--- src/design/axi_pkg.sv ---
/*
  AXI4 field widths and encodings used by the write master.
  Only the fields of a single-ID INCR write path are defined.
*/

`default_nettype none

package axi_pkg;

  // Field widths
  localparam int burst_w = 2;
  localparam int size_w  = 3;
  localparam int resp_w  = 2;

  // Burst type
  localparam logic [burst_w-1:0] burst_incr = 2'b01;

  // Response codes
  localparam logic [resp_w-1:0] resp_okay   = 2'b00;
  localparam logic [resp_w-1:0] resp_slverr = 2'b10;

  // Maps a beat size in bytes to the AxSIZE code
  // nbytes must be a power of two from 1 to 128
  function automatic logic [size_w-1:0] size_of_bytes(input int unsigned nbytes);
    return size_w'($clog2(nbytes));
  endfunction

endpackage

`default_nettype wire

--- src/design/dma_cfg_pkg.sv ---
/*
  Engine-wide sizes of the DMA write engine.
  Command lengths follow the AXI convention (beats minus one).
  Bursts longer than max_beats are outside the engine's range.
*/

`default_nettype none

package dma_cfg_pkg;

  // ****************************************
  // Command fields
  // ****************************************

  // Beat count field of a command in AXI awlen encoding
  localparam int len_w = 8;

  // ****************************************
  // Engine limits
  // ****************************************

  // Largest burst the engine issues, in beats
  localparam int max_beats = 16;

endpackage

`default_nettype wire
--- src/design/dma_write_top.sv ---
/*
  DMA write engine top. One AXI4 INCR write burst per command.
  Commands must not cross a 4 KB page and must be aligned to the sample.
  flush empties both FIFOs and is meant for use while idle.
*/

`timescale 1ns/1ps
`default_nettype none

module dma_write_top #(
  parameter int addr_w          = 32,
  parameter int bus_w           = 64,
  parameter int sample_w        = 32,
  parameter int cmd_depth       = 4,
  parameter int data_depth      = 16,
  parameter int max_outstanding = 4
) (
  input  wire                             clk,
  input  wire                             rst_n,
  input  wire                             flush,
  // Command in
  input  wire                             cmd_valid,
  output logic                            cmd_ready,
  input  wire [addr_w-1:0]                cmd_addr,
  input  wire [dma_cfg_pkg::len_w-1:0]    cmd_len,
  // Sample in
  input  wire                             data_valid,
  output logic                            data_ready,
  input  wire [sample_w-1:0]              data,
  // AXI write master
  output logic                            awvalid,
  input  wire                             awready,
  output logic [addr_w-1:0]               awaddr,
  output logic [dma_cfg_pkg::len_w-1:0]   awlen,
  output logic [axi_pkg::size_w-1:0]      awsize,
  output logic [axi_pkg::burst_w-1:0]     awburst,
  output logic                            wvalid,
  input  wire                             wready,
  output logic [bus_w-1:0]                wdata,
  output logic [bus_w/8-1:0]              wstrb,
  output logic                            wlast,
  input  wire                             bvalid,
  output logic                            bready,
  input  wire [axi_pkg::resp_w-1:0]       bresp,
  // Status
  output logic                            burst_done,
  output logic                            burst_error,
  output logic                            idle
);

  typedef struct packed {
    logic [addr_w-1:0]              addr;
    logic [dma_cfg_pkg::len_w-1:0]  len;
  } cmd_t;

  typedef logic [sample_w-1:0] smp_t;

  cmd_t  cmd_in;
  cmd_t  cmd_head;
  logic  head_valid;
  logic  head_pop;
  smp_t  smp_head;
  logic  smp_valid;
  logic  smp_pop;
  logic  aw_fire;
  logic  credit_ok;
  logic  issuer_busy;
  logic  outstanding_zero;

  assign cmd_in = '{addr: cmd_addr, len: cmd_len};

  // ****************************************
  // Command and sample queues
  // ****************************************
  sync_fifo #(.depth(cmd_depth), .payload_t(cmd_t)) u_cmd_fifo (
    .clk      (clk),
    .rst_n    (rst_n),
    .clear    (flush),
    .push     (cmd_valid),
    .wr_ready (cmd_ready),
    .wr_data  (cmd_in),
    .pop      (head_pop),
    .rd_valid (head_valid),
    .rd_data  (cmd_head)
  );

  sync_fifo #(.depth(data_depth), .payload_t(smp_t)) u_data_fifo (
    .clk      (clk),
    .rst_n    (rst_n),
    .clear    (flush),
    .push     (data_valid),
    .wr_ready (data_ready),
    .wr_data  (data),
    .pop      (smp_pop),
    .rd_valid (smp_valid),
    .rd_data  (smp_head)
  );

  axi_write_issuer #(
    .addr_w   (addr_w),
    .bus_w    (bus_w),
    .sample_w (sample_w)
  ) u_issuer (
    .clk        (clk),
    .rst_n      (rst_n),
    .head_valid (head_valid),
    .head_addr  (cmd_head.addr),
    .head_len   (cmd_head.len),
    .head_pop   (head_pop),
    .smp_valid  (smp_valid),
    .smp        (smp_head),
    .smp_pop    (smp_pop),
    .credit_ok  (credit_ok),
    .aw_fire    (aw_fire),
    .awvalid    (awvalid),
    .awready    (awready),
    .awaddr     (awaddr),
    .awlen      (awlen),
    .awsize     (awsize),
    .awburst    (awburst),
    .wvalid     (wvalid),
    .wready     (wready),
    .wdata      (wdata),
    .wstrb      (wstrb),
    .wlast      (wlast),
    .busy       (issuer_busy)
  );

  write_resp_tracker #(.max_outstanding(max_outstanding)) u_tracker (
    .clk              (clk),
    .rst_n            (rst_n),
    .aw_fire          (aw_fire),
    .credit_ok        (credit_ok),
    .bvalid           (bvalid),
    .bready           (bready),
    .bresp            (bresp),
    .burst_done       (burst_done),
    .burst_error      (burst_error),
    .outstanding_zero (outstanding_zero)
  );

  // Nothing queued, no burst in its data phase, no response owed
  assign idle = !head_valid && !smp_valid && !issuer_busy && outstanding_zero;

endmodule

`default_nettype wire

--- src/design/write_resp_tracker.sv ---
/*
  Tracks bursts whose address was sent but whose response has not come.
  The slave must not answer a burst before its AW handshake.
  SLVERR and DECERR both count as errors; EXOKAY does not.
*/

`timescale 1ns/1ps
`default_nettype none

module write_resp_tracker #(
  parameter int max_outstanding = 4
) (
  input  wire                         clk,
  input  wire                         rst_n,
  input  wire                         aw_fire,
  output logic                        credit_ok,
  input  wire                         bvalid,
  output logic                        bready,
  input  wire [axi_pkg::resp_w-1:0]   bresp,
  output logic                        burst_done,
  output logic                        burst_error,
  output logic                        outstanding_zero
);

  localparam int cnt_w = $clog2(max_outstanding + 1);

  logic [cnt_w-1:0] pending;
  logic             b_fire;
  logic             b_err;

  assign b_fire = bvalid && bready;

  // Both error codes have the upper bit set
  assign b_err = |(bresp & axi_pkg::resp_slverr);

  always_ff @(posedge clk)
  begin
    if (!rst_n)
      pending <= '0;
    else if (aw_fire && !b_fire)
      pending <= pending + 1'b1;
    else if (b_fire && !aw_fire)
      pending <= pending - 1'b1;
  end

  // One pulse per response in the cycle after the handshake
  always_ff @(posedge clk)
  begin
    if (!rst_n)
    begin
      burst_done  <= 1'b0;
      burst_error <= 1'b0;
    end
    else
    begin
      burst_done  <= b_fire;
      burst_error <= b_fire && b_err;
    end
  end

  assign bready           = (pending != '0);
  assign credit_ok        = (pending < cnt_w'(max_outstanding));
  assign outstanding_zero = (pending == '0);

endmodule

`default_nettype wire

--- src/design/axi_write_issuer.sv ---
/*
  Turns the head command and queued samples into AXI4 AW and W traffic.
  Assumes sample_w divides bus_w, bus_w is at least 16 and addresses are
  aligned to the sample size. Only the low bits of the command length that
  cover max_beats are issued. One burst is in the data phase at a time.
*/

`timescale 1ns/1ps
`default_nettype none

module axi_write_issuer #(
  parameter int addr_w   = 32,
  parameter int bus_w    = 64,
  parameter int sample_w = 32
) (
  input  wire                             clk,
  input  wire                             rst_n,
  input  wire                             head_valid,
  input  wire [addr_w-1:0]                head_addr,
  input  wire [dma_cfg_pkg::len_w-1:0]    head_len,
  output logic                            head_pop,
  input  wire                             smp_valid,
  input  wire [sample_w-1:0]              smp,
  output logic                            smp_pop,
  input  wire                             credit_ok,
  output logic                            aw_fire,
  output logic                            awvalid,
  input  wire                             awready,
  output logic [addr_w-1:0]               awaddr,
  output logic [dma_cfg_pkg::len_w-1:0]   awlen,
  output logic [axi_pkg::size_w-1:0]      awsize,
  output logic [axi_pkg::burst_w-1:0]     awburst,
  output logic                            wvalid,
  input  wire                             wready,
  output logic [bus_w-1:0]                wdata,
  output logic [bus_w/8-1:0]              wstrb,
  output logic                            wlast,
  output logic                            busy
);

  localparam int smp_bytes = sample_w / 8;
  localparam int strb_w    = bus_w / 8;
  localparam int off_w     = $clog2(strb_w);
  localparam int copies    = bus_w / sample_w;
  localparam int len_bits  = $clog2(dma_cfg_pkg::max_beats);

  // Strobe of a sample sitting in the lowest lane
  localparam logic [strb_w-1:0] lane_mask = strb_w'((1 << smp_bytes) - 1);

  typedef enum logic {st_addr, st_data} state_t;

  state_t           state;
  logic             w_fire;
  logic             last_beat;
  logic             first_beat;
  logic [off_w-1:0] seed_off;
  logic [off_w-1:0] beat_off;
  logic [off_w-1:0] cur_off;

  // ****************************************
  // Address phase
  // ****************************************

  // credit_ok only rises while AW waits, so awvalid stays up once raised
  assign awvalid  = (state == st_addr) && head_valid && credit_ok;
  assign aw_fire  = awvalid && awready;
  assign head_pop = aw_fire;

  assign awaddr  = head_addr;
  assign awlen   = dma_cfg_pkg::len_w'(head_len[len_bits-1:0]);
  assign awsize  = axi_pkg::size_of_bytes(smp_bytes);
  assign awburst = axi_pkg::burst_incr;

  // ****************************************
  // Data phase
  // ****************************************
  assign wvalid  = (state == st_data) && smp_valid;
  assign w_fire  = wvalid && wready;
  assign smp_pop = w_fire;
  assign wlast   = last_beat;

  // Narrow samples are copied onto every lane
  assign wdata = {copies{smp}};

  // First beat takes its lane from the start address, later beats advance
  assign cur_off = first_beat ? seed_off : beat_off;
  assign wstrb   = lane_mask << cur_off;

  always_ff @(posedge clk)
  begin
    if (aw_fire)
      seed_off <= head_addr[off_w-1:0];
    // Lane offset wraps within the bus word
    if (w_fire)
      beat_off <= cur_off + off_w'(smp_bytes);
  end

  always_ff @(posedge clk)
  begin
    if (!rst_n)
      state <= st_addr;
    else
    begin
      case (state)
        st_addr:
          if (aw_fire)
            state <= st_data;
        st_data:
          if (w_fire && last_beat)
            state <= st_addr;
        default:
          state <= st_addr;
      endcase
    end
  end

  assign busy = (state == st_data);

  beat_counter u_beat_counter (
    .clk        (clk),
    .rst_n      (rst_n),
    .start      (aw_fire),
    .step       (w_fire),
    .len        (awlen),
    .last_beat  (last_beat),
    .first_beat (first_beat)
  );

endmodule

`default_nettype wire

--- src/design/beat_counter.sv ---
/*
  Beat counter for one burst. start loads the length (beats minus one)
  and clears the count; step counts one accepted beat.
  step must not arrive after the last beat of a burst.
*/

`timescale 1ns/1ps
`default_nettype none

module beat_counter (
  input  wire                            clk,
  input  wire                            rst_n,
  input  wire                            start,
  input  wire                            step,
  input  wire [dma_cfg_pkg::len_w-1:0]   len,
  output logic                           last_beat,
  output logic                           first_beat
);

  logic [dma_cfg_pkg::len_w-1:0] len_q;
  logic [dma_cfg_pkg::len_w-1:0] cnt;

  always_ff @(posedge clk)
  begin
    if (!rst_n)
    begin
      len_q <= '0;
      cnt   <= '0;
    end
    else if (start)
    begin
      // New burst restarts the count at beat zero
      len_q <= len;
      cnt   <= '0;
    end
    else if (step)
    begin
      cnt <= cnt + 1'b1;
    end
  end

  // Beat number cnt is the one on the bus now
  assign last_beat  = (cnt == len_q);
  assign first_beat = (cnt == '0);

endmodule

`default_nettype wire

--- src/design/sync_fifo.sv ---
/*
  Single-clock show-ahead FIFO. The head is valid without a pop.
  Push and pop may happen in the same cycle; a push while full is ignored.
  clear empties the FIFO without touching the storage.
*/

`timescale 1ns/1ps
`default_nettype none

module sync_fifo #(
  parameter int  depth     = 4,
  parameter type payload_t = logic [7:0]
) (
  input  wire      clk,
  input  wire      rst_n,
  input  wire      clear,
  input  wire      push,
  output logic     wr_ready,
  input  payload_t wr_data,
  input  wire      pop,
  output logic     rd_valid,
  output payload_t rd_data
);

  localparam int ptr_w = (depth > 1) ? $clog2(depth) : 1;
  localparam int cnt_w = $clog2(depth + 1);

  payload_t           mem [depth];
  logic [ptr_w-1:0]   wr_ptr;
  logic [ptr_w-1:0]   rd_ptr;
  logic [cnt_w-1:0]   count;
  logic               do_push;
  logic               do_pop;

  assign wr_ready = (count != cnt_w'(depth));
  assign rd_valid = (count != '0);
  assign rd_data  = mem[rd_ptr];

  assign do_push = push && wr_ready;
  assign do_pop  = pop && rd_valid;

  always_ff @(posedge clk)
  begin
    if (do_push)
      mem[wr_ptr] <= wr_data;
  end

  // ****************************************
  // Pointers and occupancy
  // ****************************************
  always_ff @(posedge clk)
  begin
    if (!rst_n || clear)
    begin
      wr_ptr <= '0;
      rd_ptr <= '0;
      count  <= '0;
    end
    else
    begin
      if (do_push)
        wr_ptr <= (wr_ptr == ptr_w'(depth - 1)) ? '0 : wr_ptr + 1'b1;
      if (do_pop)
        rd_ptr <= (rd_ptr == ptr_w'(depth - 1)) ? '0 : rd_ptr + 1'b1;
      // Simultaneous push and pop leave the count unchanged
      if (do_push && !do_pop)
        count <= count + 1'b1;
      else if (do_pop && !do_push)
        count <= count - 1'b1;
    end
  end

endmodule

`default_nettype wire

--- config.mk ---
export PLATFORM = sky130hd
export DESIGN_NAME = dma_write_top
export DESIGN_NICKNAME = d
export VERILOG_FILES = /design/src/design/axi_pkg.sv /design/src/design/dma_cfg_pkg.sv /design/src/design/dma_write_top.sv /design/src/design/write_resp_tracker.sv /design/src/design/axi_write_issuer.sv /design/src/design/beat_counter.sv /design/src/design/sync_fifo.sv
export SDC_FILE = /design/constraint.sdc
export NUM_CORES = 1
export LEC_CHECK = 0
export BUFFER_PORTS_ARGS = -buffer_cell sky130_fd_sc_hd__buf_2
export CORE_MARGIN = 10
export CORE_UTILIZATION = 47
export CTS_CLUSTER_DIAMETER = 80
export DETAILED_ROUTE_END_ITERATION = 16
export GPL_TIMING_DRIVEN = 1
export PLACE_DENSITY = 0.73
export SLEW_MARGIN = 20
export SYNTH_ARGS = -nofsm -noshare
export SYNTH_HDL_FRONTEND = slang
export SYNTH_SLANG_ARGS = --single-unit
--- constraint.sdc ---
create_clock -name clk -period 3.65 [get_ports clk]
set_input_delay 0.73 -clock clk [delete_from_list [all_inputs] [get_ports clk]]
set_output_delay 0.73 -clock clk [all_outputs]
set_load 0.02 [all_outputs]
==> results of run 1 <==
==> per-layer routing <==
layer | global-route usage, % | vias up
met1 | 20.69 | 6868
met5 | 0 | -
met2 | 28.71 | 482
met4 | 5.038 | 24
li1 | - | 5752
met3 | 5.361 | 114
==> state kept, by name (all words and copies together), names as in the netlist, 2 cells and up, named ones only <==
name / count
u_cmd_fifo.wr_ptr: 2
u_issuer.u_beat_counter.len_q: 4
u_data_fifo.rd_ptr: 4
u_cmd_fifo.count: 3
u_issuer.seed_off: 3
u_data_fifo.count: 5
u_issuer.u_beat_counter.cnt: 8
u_cmd_fifo.mem: 144
u_issuer.beat_off: 3
u_data_fifo.mem: 512
u_data_fifo.wr_ptr: 4
u_tracker.pending: 3
u_cmd_fifo.rd_ptr: 2
==> final cells by class <==
| type | instances | share of cell area [%] |
|---|---|---|
| Sequential cell | 706 | 65.96 |
| Multi-Input combinational cell | 482 | 18.92 |
| Clock buffer | 90 | 6.235 |
| Timing Repair Buffer | 246 | 4.729 |
| Tap cell | 765 | 3.040 |
| Clock inverter | 40 | 0.8980 |
| Inverter | 16 | 0.1907 |
| Antenna cell | 4 | 0.03179 |
==> metrics by stage <==
stage / hold WS (ns) / instances
after global placement: 0.4662 / 2215
after CTS: 0.3003 / 2345
after global routing: 0.3123 / 2347
final: 0.3344 / 2349
after detailed placement: 0.4785 / 2215
after floorplan: 0.4541 / 1305
==> final timing paths <==
path         slack, ns            startpoint               endpoint
min               0.33              bresp[1]  u_tracker.burst_error
max               0.22                  flop              wdata[11]
min reg2reg       0.49  u_cmd_fifo.rd_ptr[1]   u_cmd_fifo.rd_ptr[1]
max reg2reg       0.82  u_data_fifo.count[0]   u_data_fifo.count[3]
==> placed cells by master (no fill, tap or decap), types with 4 or more instances in the layout <==
master                      synthesis  routed
sky130_fd_sc_hd__a21oi_1           17      17
sky130_fd_sc_hd__a22oi_1           64      64
sky130_fd_sc_hd__and2_1             6       5
sky130_fd_sc_hd__and3_1             6       6
sky130_fd_sc_hd__buf_12             0      10
sky130_fd_sc_hd__buf_2             20     193
sky130_fd_sc_hd__buf_4             43      43
sky130_fd_sc_hd__clkbuf_1          26      12
sky130_fd_sc_hd__clkbuf_16          0      75
sky130_fd_sc_hd__clkinv_1           0      16
sky130_fd_sc_hd__clkinv_2           0      12
sky130_fd_sc_hd__conb_1             2       9
sky130_fd_sc_hd__dfxtp_1           44      41
sky130_fd_sc_hd__diode_2            0       4
sky130_fd_sc_hd__edfxtp_1         662     662
sky130_fd_sc_hd__ha_1              19      19
sky130_fd_sc_hd__inv_1             14      14
sky130_fd_sc_hd__mux2i_1           11      11
sky130_fd_sc_hd__mux4_2           164     164
sky130_fd_sc_hd__nand2_1           61      61
sky130_fd_sc_hd__nand3_1            6       6
sky130_fd_sc_hd__nor2_1            38      25
sky130_fd_sc_hd__nor2_4             0      13
sky130_fd_sc_hd__nor2b_1            6       4
sky130_fd_sc_hd__o21ai_0            7       7
sky130_fd_sc_hd__or3_1              9       9
sky130_fd_sc_hd__xnor2_1            7       7
sky130_fd_sc_hd__xor2_1            12      12
==> cell families (layout without fill, tap and decap cells) <==
kind of cell               after synthesis  count (layout)  synth area share [%]
adders and majority gates               22              22                 1.096
muxes                                  177             177                 14.13
buffers and inverters                  117             392                 2.303
AOI/OAI and AO/OA                      106             106                 2.787
DFF                                    706             706                 76.43
other                                    2              13               0.02765
xor gates and xnor gates                19              19                0.6127
and+or+nand+nor                        149             149                 2.612
==> power by group <==
| part | internal (mW) | total (mW) | leakage [nW] | switching [mW] |
|---|---|---|---|---|
| sequential | 8.99 | 9.06 | 6.36 | 0.0661 |
| clock | 3.92 | 6.88 | 1.10 | 2.96 |
| combinational | 0.376 | 1.03 | 2.83 | 0.657 |
==> metrics list, run 1 <==
- CTS Hold Buffers Added: 0
- The hold violation count in the final report was 0.
- The min-delay analysis places its worst path in the category in -> reg.
- At the pin with the least slew margin, the transition time is around 0.9 ns.
- In the routed layout, each cell is associated on average with a via count of roughly 5.6.
- Fraction of final layout cells sized beyond drive strength 1: 34.87%
- The first detailed-routing pass took 5 iterations.
- The setup path with the least slack is of type reg -> out.
- Post-cts repair resize count: 0
* Worst Setup Slack, final: 0.2243 ns
* Number of cells on the critical path: 5
- Routability-driven placement finished with a final weighted congestion of roughly 0.71.
* Post-detailed-routing wire length: around 57000 um
* Peak ir drop on the vdd network: roughly 0.49 mV
* Cell count after synthesis: approximately 1300
- Static timing analysis puts the maximum clock frequency at just under 0.3 GHz.
* Average wire per cell in the routed design: 24.30 um
- Multi-input logic area: about 6000 um^2
- Headroom to the max-slew limit came out at 39.92%.
- Overall routing resource usage: between 15 and 20%
- The first global-routing pass estimated about 86000 um of wire.
- Grt ovf: 0
* Cell family contributing the most delay on the critical path: flip-flops
* Maximum number of pins on one net before global-route repair: 37
- Hold path depth: 2
* Count of final setup violators: 0
- After synthesis, the share of flip-flops with an asynchronous set or reset is 0%.
* Pins Over Slew Limit: 0
- In this run the horizontal extent of the chip is approximately 260 um.
- Predominant post-synthesis flop cell: sky130_fd_sc_hd__edfxtp_1
* Worst path cell trace: buf_4 > mux4_2 > a22oi_1 > nand2_1 > buf_2
* Port Buffer Count: around 190
* Number of vias after detailed routing: around 13000
- In this run the core area contains 88 standard-cell rows.
* Leading cell types by count after synthesis: 662 x sky130_fd_sc_hd__edfxtp_1, 164 x sky130_fd_sc_hd__mux4_2, 64 x sky130_fd_sc_hd__a22oi_1
* Maximum fanout encountered on the critical timing path: 20
- Summing internal, switching and leakage power gives approximately 17 mW.
* Crit. End Element: primary output
* Fraction of synthesized cell area taken by the top area cell type: between 70% and 80%
- The first routing iteration left 1173 violations.
* Die outline area: approximately 68000 um^2
- Residual DRC: 0
* Total power per unit cell area: ~540 nW/um^2
- The cell sitting at the root of the clock tree is a sky130_fd_sc_hd__clkbuf_16.
* CP startpoint kind: flop
- Run status: finished, final reports clean
- Max-cap violations: 0
* Number of buffers inserted to repair setup after CTS: 0
- Depth of the worst register-to-register path: 9
* Clock tree from TritonCTS: yes
- Count of flip-flops with a built-in enable after synthesis: ~660
- On the worst path, the slowest cell contributes a delay of between 0.6 and 0.7 ns.
- Cell Area, Synth: between 20000 and 30000 um^2
- RSZ-0062 raised after global routing: false
- Sum of net half-perimeters after detailed placement: ~34000 um
* Cell area after layout: 31490 um^2
* Area inside the core boundary: roughly 57000 um^2
- Yosys instantiated no cell more often than sky130_fd_sc_hd__edfxtp_1.
* Number of synthesis warnings: 0
- Largest clock skew in the final design: 0.01384 ns
- After synthesis the netlist holds a flip-flop and latch count of slightly above 700.
* Top routing layer used: met5
- Among all stages on the critical path, the largest delay is contributed by sky130_fd_sc_hd__dfxtp_4.
* Setup TNS: 0 ns
- At the placement stage, the worst setup path has a slack of 0.6893 ns.
- Clock latency on the worst-skew pair, taken at its later pin, is 0.61 ns.
- The die is between 200 and 300 um tall.
- Number of clock sinks: between 700 and 800
- H-tree Lvls: 3
- The placed instances occupy a cell area of 29230 um^2.
- Ranked by total cell area, the synthesized netlist is headed by sky130_fd_sc_hd__edfxtp_1 73%, sky130_fd_sc_hd__mux4_2 14%, sky130_fd_sc_hd__dfxtp_1 3.2%, sky130_fd_sc_hd__a22oi_1 1.8%, sky130_fd_sc_hd__buf_4 1.2%.
* Routed wire length on met3: around 5000 um
- Each instance of the synthesized netlist takes up on average 20.93 um^2.
- CTS buffer count: about 70
- Counting the fill cells in the layout gives 4290.
* Worst-path clk slew: 0.06 ns
* Post-layout nets: between 1500 and 2000
* Effective utilization at floorplan: between 40% and 50%
- Utilization of the core after routing: a little over half
* Post-layout minimum cycle time: 3.426 ns
- Vias in the first global route: around 14000
- For this run, the register share of the synthesized area comes to between 70% and 80%.
- In this run the remaining antenna-violating nets after routing total 0.
* Total area of sequential cells: ~21000 um^2
- Antenna violations before repair: 15
* Signal arrival time at the worst endpoint: ~2.7 ns
* Number of buffer and inverter instances along the worst setup path: 2
- Dominant cell type by area after synthesis: sky130_fd_sc_hd__edfxtp_1
- M1 WL: 21460 um
* Required time of the worst setup path: 2.92 ns
- Clock buffer depth: 3
* Static power due to leakage: between 10 and 15 nW
- Counting distinct cell types in the post-synthesis netlist gives just under 50.
* Top-level port count: around 210
- Detailed routing placed a total of ~29000 um of wire on met2.
- Share of the clock period used by the worst path: a little over nine tenths
- Compared with the post-synthesis result, the final layout area differs by 15.93%.
Note: power is estimated with default switching activity, not from simulation.
==> run 2: changes to the inputs <==
Settings changed: CORE_ASPECT_RATIO from default to 0.9, SYNTH_HIERARCHICAL from default to 1.
==> run 2 against run 1 <==
Against the previous run:
- non-clock buffer count decreased by 10
- clock-buffer cell count is 2 higher
- final area up 1.3%
- flip-flop and latch count increased by 4
- global-route usage fell by 0.74 points
- critical endpoint is now wstrb[5]
==> metrics list, run 2 <==
- Run status: finished, final reports clean
- On the critical path, the stage with the largest delay is an instance of sky130_fd_sc_hd__or4b_1.
- Post-detailed-routing wire length: 57330 um
- The worst setup path is launched from a flop.
- Setup violations remaining at the end of the flow were counted as 0.
- Adding up every negative setup slack in the final design gives 0 ns.
- The floorplan has 84 rows.
- Pins Over Slew Limit: 0
* Peak ir drop on the vdd network: between 0.6 and 0.7 mV
* RSZ-0062 raised after global routing: false
- Max reg flops: 512
- For the worst setup path, the data arrival time is ~2.8 ns.
- Final weighted congestion in routability-driven placement: just under 0.8
* Commonest cells after routing, fill and taps aside: 662 x sky130_fd_sc_hd__edfxtp_1, 193 x sky130_fd_sc_hd__buf_2, 164 x sky130_fd_sc_hd__mux4_2, 75 x sky130_fd_sc_hd__clkbuf_16, 64 x sky130_fd_sc_hd__a22oi_1
- The signal on the critical path passes through inv_1 > ha_1 > or4b_1 > nor4_2 > buf_4 > mux2_4 > inv_1 > ha_1 > buf_2.
- Layout Area Growth over Synthesis: 13.93%
* Mean post-synth cell area: slightly above 20 um^2
* CTS buffer count: 72
- Static timing analysis puts the maximum clock frequency at about 0.29 GHz.
- Antenna violations before repair: 11
* Share of the clock period used by the worst path: a little over nine tenths
- Cell count after synthesis: 1390
- In this run the static leakage power is 10.40 nW.
- DR iter-0 viols: 1250
* Depth of the worst register-to-register path: 11
- The routed layout has between 10000 and 15000 vias.
- The finished layout holds about 2400 standard cells, fillers aside.
* Number of clock sinks: between 700 and 800
* Total power per unit cell area: 539.1 nW/um^2
* Antenna-violating nets left: 0
* Area inside the core boundary: ~60000 um^2
- Grt ovf: 0
- The largest single stage delay on the critical path is around 0.45 ns.
- Cells with a size suffix above 1 make up roughly 34% of the layout.
* Top-level port count: about 210
- Worst-path clk slew: around 0.060 ns
- From bottom edge to top edge, the die measures roughly 250 um.
- After detailed routing, the number of remaining DRC violations is 0.
- The worst hold path begins at cmd_addr[9].
- Worst flop-to-flop path startpoint: u_data_fifo/count[0]
- The number of global-route vias before repair was about 14000.
- In this run the tightest slew margin relative to its limit is 32.07%.
* Die outline area: ~70000 um^2
- For this configuration, the core starts out at a cell density of between 40% and 50%.
- Clock latency on the worst-skew pair, taken at its later pin, is just over 0.6 ns.
* Average wire per cell in the routed design: around 24 um
- In this run the worst hold path is classified as in -> reg.
- Fin. Hold Viols: 0
* CTS Hold Buffers Added: 0
- The largest registers in the layout are u_data_fifo/mem: 512 flops, u_cmd_fifo/mem: 144 flops.
- Register with the most flip-flops: u_data_fifo/mem
- Worst r2r dst: u_data_fifo/count[4]
- Max-cap violations: 0
* Post-layout nets: around 1600
- The cell area that synthesis handed to floorplanning was roughly 28000 um^2.
- Crit. End Element: primary output
- Port Buffer Count: between 150 and 200
- Required time of the worst setup path: around 2.9 ns
- Most common cell after layout, fill and taps aside: sky130_fd_sc_hd__edfxtp_1
- Maximum number of pins on one net before global-route repair: 81
- TritonCTS built the clock tree.
- Endpoint with the worst hold slack: u_cmd_fifo/mem[0][17]
* Post-layout minimum cycle time: approximately 3.5 ns
- The Yosys step of the flow raised 6 warnings.
- The first global-routing pass estimated between 80000 and 90000 um of wire.
- The worst setup path is of the reg -> out kind.
* Maximum fanout encountered on the critical timing path: 6
- Summed over all nets, the half-perimeter wirelength after detailed placement is about 33000 um.
- Fill count: between 4000 and 5000
- H-tree Lvls: 3
* Die span in x: around 280 um
* Overall routing resource usage: 16.25%
- Detailed-routing iteration count for the pre-antenna-repair pass: 5
* Clock buffer depth: 3
- The clock arrives with approximately 0.045 ns of skew.
* Clock Root Buffer: sky130_fd_sc_hd__clkbuf_16
- Counting tap cells, the placed design contains a total of between 2000 and 2500 instances.
* Via density: around 5.7
- Along the worst hold path, the cell count comes to 1.
- Across all register-to-register paths, the minimum setup slack is roughly 0.54 ns.
- For the pin with the worst max-slew slack, the measured transition is 1.019 ns.
## run 2: changes by cell type in the layout (fill, tap and decap cells not counted), moves of 7 or more
cell and change:
sky130_fd_sc_hd__buf_4 -17, sky130_fd_sc_hd__nor2b_1 +8, sky130_fd_sc_hd__nand4_1 +7, sky130_fd_sc_hd__nand2_1 -10, sky130_fd_sc_hd__buf_12 +7
## run 2: final cells by class
class,count,area [um^2],area share [%]
flip-flops and latches,710,20850,65.39
multi-input cells,502,6157,19.31
clock buffers,92,1941,6.087
repair buffers,236,1501,4.709
well taps,774,968.4,3.037
clock inverters,37,400.4,1.256
inverters,15,56.30,0.1766
diodes,4,10.01,0.03139
## run 2: timing repair
action                     in CTS  in global routing
setup endpoints to repair       0                  3
buffers inserted                0                  1
gates resized for setup         0                  1
## run 2: worst max path at each step
stage / startpoint / to / slack [ns] / depth (start not counted)
3_5_place_dp: u_data_fifo/count[0] / u_data_fifo/count[4] / 0.59 / 11
2_1_floorplan: data_valid / u_data_fifo/mem[3][0] / 0.11 / 2
3_3_place_gp: u_data_fifo/count[0] / u_data_fifo/count[4] / 0.65 / 11
4_1_cts: u_issuer/u_beat_counter/cnt[0] / wstrb[5] / 0.01 / 9
6_report: u_issuer/u_beat_counter/cnt[0] / wstrb[5] / 0.14 / 9
5_1_grt: u_issuer/u_beat_counter/cnt[0] / wstrb[5] / 0.02 / 9
## run 2: power breakdown
part	leakage (nW)	internal, mW	switching, mW
clock	1.14	4.17	3.02
sequential	6.39	9.03	0.0615
combinational	2.87	0.336	0.579
total	10.4	13.5	3.66
## run 2: metal layers
metal  up-vias  GRT usage [%]  wire length (um)
met1      7002          21.14             22550
met2       543          26.48             28400
met3       124          4.141              4625
met4        14          5.432              1663
li1       5798              -                 -
met5         -              0                96
## run 2: critical path, delay by kind of cell, from the launching register on
family	cells	cell delay, ns
and+or+nand+nor	2	0.62
buffers and inverters	4	0.52
DFF	1	0.37
adders and majority gates	2	0.36
muxes	1	0.31
## run 2: through the flow
step	cell area, um^2	power [mW]	setup WS, ns	util (%)	hold WS, ns
floorplan	28040	9.920	0.1119	-	0.4634
global route	31880	17.74	0.02275	54.36	0.2977
CTS	31860	17.34	0.01164	54.32	0.2884
detailed placement	29520	10.19	0.5899	50.33	0.4929
global placement	29520	10.14	0.6531	50.33	0.4875
finish	31880	17.19	0.1415	54.37	0.3177
==> run 3: changes to the inputs <==
Settings changed: CTS_BUF_LIST from default to sky130_fd_sc_hd__clkbuf_2 sky130_fd_sc_hd__clkbuf_4 sky130_fd_sc_hd__clkbuf_8, CTS_CLUSTER_DIAMETER 80 to 40, GPL_ROUTABILITY_DRIVEN from default to 0.
==> run 3 against run 2 <==
Against the previous run:
- final area decreased by 0.40%
- setup slack improved by 0.013 ns
- worst hold slack got worse by 0.10 ns
- sequential power about the same
- via count about the same
- wire length decreased by 1.5%
- non-clock buffer count increased by 2
- register-to-register slack improved by 0.03 ns
- clock power decreased by 11%
- core utilization decreased by 0.22 points
- combinational power increased by 0.7%
- first-iteration DRC count decreased by 18%
- largest cell class unchanged
- largest power group unchanged
- highest routed layer unchanged
==> metrics list, run 3 (synthesis results as in run 2) <==
- The flow ran to the end, and the final reports show no timing, DRC or antenna violations.
- Transition at the pin with the smallest max-transition slack: about 1.0 ns
- First-pass GRT wire length: between 80000 and 90000 um
- Worst Setup Slack, final: roughly 0.15 ns
- Clock insertion delay at the later pin of the skew report: 0.71 ns
- Fraction of power spent switching nets: between 20% and 30%
- Class of the most critical setup path: reg -> out
- Critical Path Sink: wstrb[5]
* CP startpoint kind: flop
- Utilization of the core after routing: a little over half
- Placement Setup Slack: between 0.5 and 0.6 ns
- Max-cap violations in this run came to 0.
* Commonest cells after routing, fill and taps aside: 662 x sky130_fd_sc_hd__edfxtp_1, 191 x sky130_fd_sc_hd__buf_2, 164 x sky130_fd_sc_hd__mux4_2, 110 x sky130_fd_sc_hd__clkbuf_8, 64 x sky130_fd_sc_hd__a22oi_1
- Combinational share of power: 5.6%
- Worst r2r dst: u_data_fifo/count[4]
- Instance area after placement: ~30000 um^2
- Clock Root Buffer: sky130_fd_sc_hd__clkbuf_8
- Clock tree synthesis inserted a total of about 110 buffers.
- Die span in x: roughly 280 um
- STA puts the critical path data required time at roughly 2.9 ns.
- Global routing used about 16% of the available tracks across all layers.
- R2R setup slack: around 0.57 ns
- Effective utilization at floorplan: 47.72%
- Number of standard cells in the layout, taps in and fillers out: approximately 2400
* Total power per unit cell area: between 500 and 600 nW/um^2
* Worst-path clk slew: about 0.060 ns
- Peak ir drop on the vdd network: 0.3560 mV
- Number of clock sinks: 710
- Fraction of final layout cells sized beyond drive strength 1: 37.56%
- The initial antenna violation count came to 11.
- Crit. End Element: primary output
- Port Buffer Count: about 190
- The longest clock path from root to sink contains 3 buffers.
- Post-layout minimum cycle time: 3.495 ns
* H-tree Lvls: 3
- After the last flow step, the layout net total stands at around 1700.
- Layout Area Growth over Synthesis: 13.47%
- Antenna-violating nets left: 0
- The share of total power dissipated in the clock network is between 30% and 40%.
* Sum of net half-perimeters after detailed placement: about 33000 um
- Dividing the final minimum period by the clock period gives 95.76%.
- For this block, the routed nets add up to ~56000 um of wire.
- Summing all non-filler instances in the final layout gives an area of between 30000 and 40000 um^2.
- Counting tap cells, the placed design contains a total of around 2200 instances.
- Average wire per cell in the routed design: roughly 23 um
- Summed over all nets, the switching power comes to 3.648 mW.
- The clock arrives with roughly 0.037 ns of skew.
* Fin. Hold Viols: 0
- The first detailed-routing pass ran for 5 iterations.
- Smallest hold slack: between 0.2 and 0.25 ns
- For this block, the initial DRC count from the detailed router was 1024.
- The number of global-route vias before repair was around 14000.
* Residual DRC: 0
- The number of slew-limit violations in the final report came to 0.
- Most common cell after layout, fill and taps aside: sky130_fd_sc_hd__edfxtp_1
- The startpoint identified for the worst register-to-register timing path is u_data_fifo/count[0].
- Total power for the finished layout comes to around 16 mW.
- The min-delay analysis places its worst path in the category in -> reg.
- Signal arrival time at the worst endpoint: between 2 and 3 ns
* Grt ovf: 0
* Top-level port count: 208
* CTS Hold Buffers Added: 0
- Startpoint of the worst setup timing path: u_issuer/u_beat_counter/cnt[0]
* Via density: ~5.5
- Measured along the y axis, the die boundary spans between 200 and 300 um.
- After floorplanning, the core was sized to cover approximately 60000 um^2.
- Internal power comes to roughly 13 mW.
- Depth of the worst register-to-register path: 11
* Max-slew headroom: 32.67%
- TritonCTS built the clock tree.
* Maximum fanout encountered on the critical timing path: 4
* RSZ-0062 raised after global routing: false
* Maximum number of pins on one net before global-route repair: a little over 80
- Count of final setup violators: 0
- The largest registers in the layout are u_data_fifo/mem: 512 flops, u_cmd_fifo/mem: 144 flops.
- The register with the most flip-flops in the layout has roughly 510 of them.
* Die outline area: roughly 70000 um^2
- Highest clock rate: between 0.2 and 0.3 GHz
- Number of rows in the core area: 84
- Setup TNS: 0 ns
- In this run the static leakage power is roughly 10 nW.
* Proportion of power drawn by flip-flops and latches: between 50% and 60%
- Across all layers, the routed design uses 13486 vias.
- Register with the most flip-flops: u_data_fifo/mem
## run 3: layer usage
metal	GRT usage [%]	share of wire [%]
met3	4.151	7.1
met5	0	0.16
met2	26.44	50
met4	5.308	2.2
met1	20.71	40
## run 3: cell type report
type                       count  area (um^2)
fill                        4409        26890
sequential                   710        20860
multi-input combinational    502         6170
clock buffer                 151         1822
timing repair buffer         238         1529
tap                          774        968.4
clock inverter                48        342.8
inverter                      15        56.30
antenna                        4        10.01
## run 3: power groups by stage
stage / Sequential [mW] / Combinational, mW / Clock, mW
2_1_floorplan: 9.25 / 0.672 / 0
3_3_place_gp: 9.24 / 0.896 / 0
3_5_place_dp: 9.26 / 0.927 / 0
4_1_cts: 9.09 / 0.937 / 6.60
5_1_grt: 9.09 / 1.00 / 6.97
6_report: 9.09 / 0.921 / 6.42
## run 3: worst min-delay path by stage
stage / startpoint / to / slack (ns) / depth (start not counted)
after floorplan: u_cmd_fifo/rd_ptr[0] / flop / 0.46 / 2
after global placement: u_cmd_fifo/count[2] / u_cmd_fifo/count[2] / 0.49 / 2
after detailed placement: u_cmd_fifo/rd_ptr[0] / flop / 0.49 / 2
after CTS: cmd_addr[29] / u_cmd_fifo/mem[2][37] / 0.14 / 1
after global routing: cmd_addr[7] / u_cmd_fifo/mem[1][15] / 0.17 / 1
final: cmd_addr[9] / u_cmd_fifo/mem[3][17] / 0.21 / 1
## run 3: timing repair
action,4_1_cts,5_1_grt
gates resized for setup,11,1
endpoints found under the setup margin,3,4
setup buffers,3,0
endpoints found under the hold margin,0,0
pin swaps,1,1
## run 3: worst max-delay path, stage by stage (launching register included)
cell and delay, ns:
sky130_fd_sc_hd__dfxtp_4 0.34, sky130_fd_sc_hd__inv_1 0.05, sky130_fd_sc_hd__ha_1 0.12, sky130_fd_sc_hd__or4b_4 0.47, sky130_fd_sc_hd__nor4_4 0.15, sky130_fd_sc_hd__buf_4 0.18
sky130_fd_sc_hd__mux2_4 0.32, sky130_fd_sc_hd__inv_2 0.07, sky130_fd_sc_hd__ha_1 0.23, sky130_fd_sc_hd__buf_6 0.13
